--- src/hdl/cache_pkg.sv ---
package cache_pkg;

  // ----------------------------------------------------------------------
  // geometry
  // ----------------------------------------------------------------------
  // tree replacement logic is built for exactly four ways
  localparam int num_way = 4;

  typedef logic [1:0] way_t;

  // ----------------------------------------------------------------------
  // encodings
  // ----------------------------------------------------------------------
  typedef enum logic [2:0] {
    invalid   = 3'd0,
    shared    = 3'd1,
    exclusive = 3'd2,
    modified  = 3'd3,
    migrated  = 3'd4
  } blk_st_e;

  typedef enum logic [1:0] {
    cdreq_rd  = 2'd0,
    cdreq_rfo = 2'd1,
    cdreq_wb  = 2'd2
  } cdreq_op_e;

  typedef enum logic [1:0] {
    sdreq_rd  = 2'd0,
    sdreq_rfo = 2'd1,
    sdreq_inv = 2'd2
  } sdreq_op_e;

  // snoop means another cache holds the block
  // fetch means it came from memory
  typedef enum logic {
    sursp_snoop = 1'b0,
    sursp_fetch = 1'b1
  } sursp_e;

  typedef enum logic [2:0] {
    idle       = 3'd0,
    allocate   = 3'd1,
    send_sdreq = 3'd2,
    wait_sursp = 3'd3,
    fill       = 3'd4,
    send_rsp   = 3'd5
  } req_fsm_e;

  // lookup result for the buffered request
  typedef struct packed {
    logic    hit;
    blk_st_e blk_st;
  } lookup_t;

endpackage

--- src/hdl/plru_repl.sv ---
`timescale 1ns/1ps

module plru_repl #(
  parameter  int num_set   = 16,
  localparam int idx_width = $clog2(num_set)
) (
  input  logic                 clk,
  input  logic                 rst_n,
  input  logic [idx_width-1:0] set_idx,
  input  logic                 touch,
  input  cache_pkg::way_t      way,
  output cache_pkg::way_t      victim
);

  // three tree bits per set
  // bit 2 picks the half, bit 1 splits ways 0/1 and bit 0 ways 2/3
  logic [2:0] tree [num_set];
  logic [2:0] cur;

  assign cur = tree[set_idx];

  // victim walks away from the recently used side
  assign victim[1] = cur[2];
  assign victim[0] = cur[2] ? cur[0] : cur[1];

  always_ff @(posedge clk or negedge rst_n) begin
    if (!rst_n) begin
      for (int s = 0; s < num_set; s++) begin
        tree[s] <= 3'b000;
      end
    end else if (touch) begin
      case (way)
        2'd0: begin
          tree[set_idx][2] <= 1'b1;
          tree[set_idx][1] <= 1'b1;
        end
        2'd1: begin
          tree[set_idx][2] <= 1'b1;
          tree[set_idx][1] <= 1'b0;
        end
        2'd2: begin
          tree[set_idx][2] <= 1'b0;
          tree[set_idx][0] <= 1'b1;
        end
        default: begin
          tree[set_idx][2] <= 1'b0;
          tree[set_idx][0] <= 1'b0;
        end
      endcase
    end
  end

endmodule

--- src/hdl/cache_req_fsm.sv ---
`timescale 1ns/1ps

module cache_req_fsm (
  input  logic                 clk,
  input  logic                 rst_n,
  input  logic                 cdreq_valid,
  input  cache_pkg::lookup_t   lookup,
  input  cache_pkg::cdreq_op_e req_op,
  input  logic                 sdreq_ready,
  input  logic                 sursp_valid,
  input  logic                 cursp_ready,
  output logic                 capture,
  output logic                 commit,
  output logic                 fill,
  output logic                 cdreq_ready,
  output logic                 sdreq_valid,
  output cache_pkg::sdreq_op_e sdreq_op,
  output logic                 sursp_ready,
  output logic                 cursp_valid
);

  cache_pkg::req_fsm_e state;
  cache_pkg::req_fsm_e state_nxt;
  logic                need_down;

  // ----------------------------------------------------------------------
  // downstream decision
  // ----------------------------------------------------------------------
  // buffer and arrays stay untouched until commit, so the op holds steady
  // through send_sdreq
  always_comb begin
    need_down = 1'b0;
    sdreq_op  = cache_pkg::sdreq_rd;
    if (!lookup.hit) begin
      need_down = 1'b1;
      if (req_op == cache_pkg::cdreq_rd) begin
        sdreq_op = cache_pkg::sdreq_rd;
      end else begin
        sdreq_op = cache_pkg::sdreq_rfo;
      end
    end else if ((req_op != cache_pkg::cdreq_rd) &&
                 (lookup.blk_st == cache_pkg::shared)) begin
      // other holders drop their shared copies before a write
      need_down = 1'b1;
      sdreq_op  = cache_pkg::sdreq_inv;
    end
  end

  // ----------------------------------------------------------------------
  // state machine
  // ----------------------------------------------------------------------
  always_comb begin
    state_nxt = state;
    case (state)
      cache_pkg::idle: begin
        if (cdreq_valid) begin
          state_nxt = cache_pkg::allocate;
        end
      end
      cache_pkg::allocate: begin
        state_nxt = need_down ? cache_pkg::send_sdreq : cache_pkg::send_rsp;
      end
      cache_pkg::send_sdreq: begin
        if (sdreq_ready) begin
          state_nxt = cache_pkg::wait_sursp;
        end
      end
      cache_pkg::wait_sursp: begin
        if (sursp_valid) begin
          state_nxt = cache_pkg::fill;
        end
      end
      cache_pkg::fill: begin
        state_nxt = cache_pkg::send_rsp;
      end
      cache_pkg::send_rsp: begin
        if (cursp_ready) begin
          state_nxt = cache_pkg::idle;
        end
      end
      default: state_nxt = cache_pkg::idle;
    endcase
  end

  always_ff @(posedge clk or negedge rst_n) begin
    if (!rst_n) begin
      state <= cache_pkg::idle;
    end else begin
      state <= state_nxt;
    end
  end

  // channel strobes and store controls
  assign capture     = (state == cache_pkg::idle) && cdreq_valid;
  assign cdreq_ready = (state == cache_pkg::allocate);
  assign commit      = ((state == cache_pkg::allocate) && !need_down) ||
                       (state == cache_pkg::fill);
  assign fill        = (state == cache_pkg::fill);
  assign sdreq_valid = (state == cache_pkg::send_sdreq);
  assign sursp_ready = (state == cache_pkg::fill);
  assign cursp_valid = (state == cache_pkg::send_rsp);

endmodule

--- src/hdl/cache_store.sv ---
`timescale 1ns/1ps

module cache_store #(
  parameter  int addr_width = 16,
  parameter  int blk_width  = 32,
  parameter  int num_set    = 16,
  localparam int idx_width  = $clog2(num_set)
) (
  input  logic                    clk,
  input  logic                    rst_n,
  input  logic                    capture,
  input  logic                    commit,
  input  logic                    fill,
  input  cache_pkg::cdreq_op_e    cdreq_op,
  input  logic [addr_width-1:0]   cdreq_addr,
  input  logic [blk_width-1:0]    cdreq_data,
  input  cache_pkg::sursp_e       sursp_rsp,
  input  logic [blk_width-1:0]    sursp_data,
  input  cache_pkg::way_t         victim,
  output cache_pkg::lookup_t      lookup,
  output cache_pkg::cdreq_op_e    req_op,
  output logic [addr_width-1:0]   sdreq_addr,
  output logic [blk_width-1:0]    cursp_data,
  output logic [idx_width-1:0]    set_idx,
  output cache_pkg::way_t         way
);

  localparam int tag_width = addr_width - idx_width;

  typedef logic [addr_width-1:0] addr_t;
  typedef logic [blk_width-1:0]  blk_t;
  typedef logic [tag_width-1:0]  tag_t;

  // ----------------------------------------------------------------------
  // one-slot request buffer
  // ----------------------------------------------------------------------
  cache_pkg::cdreq_op_e buf_op;
  addr_t                buf_addr;
  blk_t                 buf_data;
  tag_t                 buf_tag;

  always_ff @(posedge clk) begin
    if (capture) begin
      buf_op   <= cdreq_op;
      buf_addr <= cdreq_addr;
      buf_data <= cdreq_data;
    end
  end

  assign set_idx    = buf_addr[idx_width-1:0];
  assign buf_tag    = buf_addr[addr_width-1:idx_width];
  assign req_op     = buf_op;
  assign sdreq_addr = buf_addr;

  // ----------------------------------------------------------------------
  // block arrays
  // ----------------------------------------------------------------------
  tag_t              tag_mem  [num_set][cache_pkg::num_way];
  cache_pkg::blk_st_e st_mem  [num_set][cache_pkg::num_way];
  blk_t              data_mem [num_set][cache_pkg::num_way];

  logic              hit;
  logic              has_inv;
  cache_pkg::way_t   hit_way;
  cache_pkg::way_t   inv_way;

  // scan from the top so the lowest invalid way wins
  always_comb begin
    hit     = 1'b0;
    has_inv = 1'b0;
    hit_way = '0;
    inv_way = '0;
    for (int w = cache_pkg::num_way - 1; w >= 0; w--) begin
      if (st_mem[set_idx][w] == cache_pkg::invalid) begin
        has_inv = 1'b1;
        inv_way = cache_pkg::way_t'(w);
      end else if (tag_mem[set_idx][w] == buf_tag) begin
        hit     = 1'b1;
        hit_way = cache_pkg::way_t'(w);
      end
    end
  end

  assign way = hit ? hit_way : (has_inv ? inv_way : victim);

  assign lookup.hit    = hit;
  assign lookup.blk_st = st_mem[set_idx][way];

  // wb returns no data
  assign cursp_data = (buf_op == cache_pkg::cdreq_wb) ? '0 : data_mem[set_idx][way];

  // ----------------------------------------------------------------------
  // commit
  // ----------------------------------------------------------------------
  cache_pkg::blk_st_e st_nxt;
  logic               data_we;
  blk_t               data_nxt;

  always_comb begin
    case (buf_op)
      cache_pkg::cdreq_rd: begin
        if (hit) begin
          st_nxt = lookup.blk_st;
        end else if (sursp_rsp == cache_pkg::sursp_snoop) begin
          st_nxt = cache_pkg::shared;
        end else begin
          st_nxt = cache_pkg::exclusive;
        end
      end
      cache_pkg::cdreq_rfo: st_nxt = cache_pkg::migrated;
      default:              st_nxt = cache_pkg::modified;
    endcase
  end

  // wb data beats fill data and a hit keeps what is stored
  always_comb begin
    data_we  = 1'b0;
    data_nxt = buf_data;
    if (buf_op == cache_pkg::cdreq_wb) begin
      data_we = 1'b1;
    end else if (fill && !hit) begin
      data_we  = 1'b1;
      data_nxt = sursp_data;
    end
  end

  always_ff @(posedge clk or negedge rst_n) begin
    if (!rst_n) begin
      for (int s = 0; s < num_set; s++) begin
        for (int w = 0; w < cache_pkg::num_way; w++) begin
          st_mem[s][w] <= cache_pkg::invalid;
        end
      end
    end else if (commit) begin
      st_mem[set_idx][way] <= st_nxt;
    end
  end

  always_ff @(posedge clk) begin
    if (commit) begin
      tag_mem[set_idx][way] <= buf_tag;
      if (data_we) begin
        data_mem[set_idx][way] <= data_nxt;
      end
    end
  end

endmodule

--- src/hdl/cache_ctrl.sv ---
`timescale 1ns/1ps

module cache_ctrl #(
  parameter int addr_width = 16,
  parameter int blk_width  = 32,
  parameter int num_set    = 16
) (
  input  logic                  clk,
  input  logic                  rst_n,
  // cpu request
  input  logic                  cdreq_valid,
  input  cache_pkg::cdreq_op_e  cdreq_op,
  input  logic [addr_width-1:0] cdreq_addr,
  input  logic [blk_width-1:0]  cdreq_data,
  output logic                  cdreq_ready,
  // cpu response
  output logic                  cursp_valid,
  output logic [blk_width-1:0]  cursp_data,
  input  logic                  cursp_ready,
  // downstream request
  output logic                  sdreq_valid,
  output cache_pkg::sdreq_op_e  sdreq_op,
  output logic [addr_width-1:0] sdreq_addr,
  input  logic                  sdreq_ready,
  // fill response
  input  logic                  sursp_valid,
  input  cache_pkg::sursp_e     sursp_rsp,
  input  logic [blk_width-1:0]  sursp_data,
  output logic                  sursp_ready
);

  localparam int idx_width = $clog2(num_set);

  logic                 capture;
  logic                 commit;
  logic                 fill;
  cache_pkg::lookup_t   lookup;
  cache_pkg::cdreq_op_e req_op;
  logic [idx_width-1:0] set_idx;
  cache_pkg::way_t      way;
  cache_pkg::way_t      victim;

  cache_req_fsm u_fsm (
    .clk         (clk),
    .rst_n       (rst_n),
    .cdreq_valid (cdreq_valid),
    .lookup      (lookup),
    .req_op      (req_op),
    .sdreq_ready (sdreq_ready),
    .sursp_valid (sursp_valid),
    .cursp_ready (cursp_ready),
    .capture     (capture),
    .commit      (commit),
    .fill        (fill),
    .cdreq_ready (cdreq_ready),
    .sdreq_valid (sdreq_valid),
    .sdreq_op    (sdreq_op),
    .sursp_ready (sursp_ready),
    .cursp_valid (cursp_valid)
  );

  cache_store #(
    .addr_width (addr_width),
    .blk_width  (blk_width),
    .num_set    (num_set)
  ) u_store (
    .clk        (clk),
    .rst_n      (rst_n),
    .capture    (capture),
    .commit     (commit),
    .fill       (fill),
    .cdreq_op   (cdreq_op),
    .cdreq_addr (cdreq_addr),
    .cdreq_data (cdreq_data),
    .sursp_rsp  (sursp_rsp),
    .sursp_data (sursp_data),
    .victim     (victim),
    .lookup     (lookup),
    .req_op     (req_op),
    .sdreq_addr (sdreq_addr),
    .cursp_data (cursp_data),
    .set_idx    (set_idx),
    .way        (way)
  );

  // tree is touched on every commit
  plru_repl #(
    .num_set (num_set)
  ) u_repl (
    .clk     (clk),
    .rst_n   (rst_n),
    .set_idx (set_idx),
    .touch   (commit),
    .way     (way),
    .victim  (victim)
  );

endmodule

--- config.mk ---
export PLATFORM = sky130hd
export DESIGN_NAME = cache_ctrl
export DESIGN_NICKNAME = d
export VERILOG_FILES = /design/src/hdl/cache_pkg.sv /design/src/hdl/plru_repl.sv /design/src/hdl/cache_req_fsm.sv /design/src/hdl/cache_store.sv /design/src/hdl/cache_ctrl.sv
export SDC_FILE = /design/constraint.sdc
export NUM_CORES = 2
export LEC_CHECK = 0
export BUFFER_PORTS_ARGS = -buffer_cell sky130_fd_sc_hd__buf_4
export CORE_MARGIN = 10
export CORE_UTILIZATION = 30
export DETAILED_ROUTE_END_ITERATION = 16
export SYNTH_ARGS = -nofsm -noshare
export SYNTH_HDL_FRONTEND = slang
export SYNTH_SLANG_ARGS = --single-unit
--- constraint.sdc ---
create_clock -name clk -period 8.3 [get_ports clk]
set_clock_uncertainty 0.1 [all_clocks]
set_input_delay 0 -clock clk [delete_from_list [all_inputs] [get_ports clk]]
set_output_delay 0 -clock clk [all_outputs]
set_load 0.005 [all_outputs]
==> flow_metrics.env <==
export IMPL_grt_overflow=0
export IMPL_drive_above_1_share=0.321
export IMPL_status="finished, violations left"
export IMPL_power_switching_uw=12600
export IMPL_pwr_share_seq=0.432
export IMPL_hp_class="input port to flip-flop"
export IMPL_rsz0062_at_grt="no"
export IMPL_rows=235
export IMPL_clkPwrFrac=0.328
export IMPL_viasPerCell=5.20
export IMPL_cts_tree="yes"
export IMPL_routedWlPerCell_um=29.3
export IMPL_grt_pass1_wl_mm=488
export IMPL_synth_edf_count=2866
export IMPL_gp_congestion=0.808
export IMPL_clockBufferDepth=4
export IMPL_p_sw_frac=0.294
export IMPL_ys_seq_area_frac=0.750
export IMPL_end_kind="output port"
export IMPL_min_period_over_period=0.966
export IMPL_grt_pass1_vias=62700
export IMPL_hp_start="cdreq_addr[3]"
export IMPL_fp_dieW_um=660
export IMPL_syn_inst=5675
export IMPL_core_sq_um=409000
export IMPL_pre_cts_ws_ns=0.956
export IMPL_drc_errors=0
export IMPL_syn_area_sq_um=123000
export IMPL_ys_warnings_count=0
export IMPL_antenna_left=0
export IMPL_tightestPinTransition_ns=1.57
export IMPL_slew_headroom=-0.0560
export IMPL_place_hpwl_mm=197
export IMPL_portBuffers=142
export IMPL_crit_fanout=71
export IMPL_cts_buffers=314
export IMPL_synthFlopType="edfxtp_1"
export IMPL_violations="negative hold slack, max-capacitance violations, max-slew violations"
export IMPL_hold_viol=1
export IMPL_maxSlewViolCount=2
export IMPL_fmax_mhz=125
export IMPL_crit_arrival_ns=7.92
export IMPL_synth_most_common_cell="edfxtp_1"
export IMPL_maxCapViolCount=1
export IMPL_p_leak_uw=0.0466
export IMPL_synth_area_per_cell_sq_um=21.7
export IMPL_drt_wl_total_mm=348
export IMPL_setup_violations=0
export IMPL_period_needed_ns=8.02
export IMPL_io_pins=143
export IMPL_synth_distinct_cells=83
export IMPL_vdd_ir_drop_max_mv=0.279
export IMPL_synthArstFlopShare=0.0781
export IMPL_grt_max_degree=149
export IMPL_whs_ns=-0.00854
export IMPL_clkLatencyLatePin_ns=0.92
export IMPL_required_ns=8.20
export IMPL_synth_seq_cells=3113
export IMPL_fillers=37400
export IMPL_firstDrtPassIters=5
export IMPL_h_tree_depth=5
export IMPL_track_usage=0.154
export IMPL_synth_nets=5764
export IMPL_synthTopCellsByCount="edfxtp_1 (2866), mux4_2 (815), dfrtp_1 (243)"
export IMPL_start_kind="flip-flop"
export IMPL_path_class="flip-flop to output port"
export IMPL_yosys_top_cells_area="edfxtp_1 (70%), mux4_2 (15%), dfrtp_1 (4.9%)"
export IMPL_die_area_sq_um=436000
export IMPL_p_int_uw=30200
export IMPL_drt_iter0_drc=7620
export IMPL_final_nets=6256
export IMPL_final_util=0.352
export IMPL_start_util=0.301
export IMPL_power_density_nw_per_um2=297
export IMPL_cts_clk_slew_worst_paths_ns=0.06
export IMPL_clkSinkCount=3113
export IMPL_root_buffer="clkbuf_16"
export IMPL_yosys_area_top_type="edfxtp_1"
export IMPL_syn_to_final_growth_pct=17.1
export IMPL_tns_ns=0
export IMPL_num_vias=61700
export IMPL_grt_antenna_before_repair=7
export IMPL_combPwrFrac=0.240
export IMPL_totalPowerFinal_uw=42800
export IMPL_setup_ws_ns=0.279
export IMPL_fp_dieH_um=660
export IMPL_synth_top_cell_area_share=0.700
## cell families (layout without fill, tap and decap cells)
logic type | after synthesis | count (layout) | share of synthesized area
compound gates | 332 | 332 | 0.0195
xor+xnor | 59 | 59 | 0.00420
buf+inv | 389 | 1131 | 0.0139
flops | 3113 | 3113 | 0.750
mux | 1277 | 1277 | 0.191
other cells | 0 | 4 | 0
simple gates | 505 | 505 | 0.0222
## metal layers
layer,track usage,part of all wire
met1,0.210,0.41
met2,0.254,0.49
met3,0.0310,0.082
met4,0.0389,0.026
met5,0,0
## flip-flops by register name, indices dropped and copies added, names as in the netlist, named ones only
register and flops:
u_fsm.state 3, u_repl.tree 48, u_store.buf_data 32, u_store.data_mem 2048, u_store.req_op 2, u_store.sdreq_addr 16
u_store.st_mem 192, u_store.tag_mem 768
## through the flow
stage | hold slack, ns | cells | area, sq um
6_report | -0.00854 | 11900 | 144000
5_1_grt | 0.0218 | 11900 | 144000
4_1_cts | 0.00233 | 11900 | 144000
3_5_place_dp | -0.00119 | 11200 | 133000
3_3_place_gp | -0.0236 | 11200 | 133000
2_1_floorplan | -0.396 | 5675 | 123000
## what timing repair did
action                                  4_1_cts  5_1_grt
hold endpoints to repair                    694        0
buffers inserted                              0        0
endpoints found under the setup margin        1       10
gates cloned                                  0        0
gates resized for setup                       1        2
hold buffers                                124        0
## power by group through the flow
stage                     Combinational [uW]  Clock, uW  Sequential [uW]
final                                  10300      14000            18500
after global placement                 10100          0            18800
after floorplan                         6060          0            18700
after global routing                   10800      14900            18500
after detailed placement               10200          0            18900
after CTS                              10300      14300            18500
## worst paths after layout
kind                                           end  slack (ns)  cells past startpoint
max in group asynchronous      u_store.st_mem[128]        7.08                      4
setup / recovery                     cursp_data[1]        0.28                     16
setup reg to reg           u_store.tag_mem[14][18]        1.05                     15
hold / removal                           flip-flop      -0.009                      3
min in group asynchronous           u_fsm.state[2]        0.19                      4
hold reg to reg                u_store.st_mem[106]        0.38                      1
## placed cells by master, fill, tap and decap left out, types with 62 or more instances in the layout
master	instances
buf_4	356
nor2_1	65
clkbuf_1	62
nor2_4	66
mux2i_1	177
clkbuf_16	320
mux4_2	815
dfrtp_1	243
mux2_2	215
edfxtp_1	2866
nand2_1	116
a211oi_1	64
dlygate4sd3_1	123
## worst max-delay path: stages, from the launching register on
cell and delay (ns):
dfxtp_4 0.71, buf_4 0.56, mux4_2 0.56, mux2i_1 0.19
o21ai_0 0.13, xor2_1 0.27, a2111oi_0 0.96, and4_1 0.61
o21bai_2 0.26, and2_4 0.27, buf_12 0.43, a211oi_1 0.12
a311oi_1 0.39, a21oi_1 0.14, buf_4 0.19, a211oi_2 0.86
buf_4 0.25
## layout make-up
type / instances / area [sq um] / share of cell area
tap: 5451 / 6820 / 0.0474
antenna: 4 / 10.0 / 0.0000695
multi-input combinational: 2173 / 29700 / 0.206
timing repair buffer: 540 / 5120 / 0.0355
clock inverter: 181 / 1740 / 0.0121
sequential: 3113 / 92200 / 0.640
inverter: 25 / 101 / 0.000704
clock buffer: 385 / 8280 / 0.0575
No activity file was read; power rests on OpenSTA's default activity.
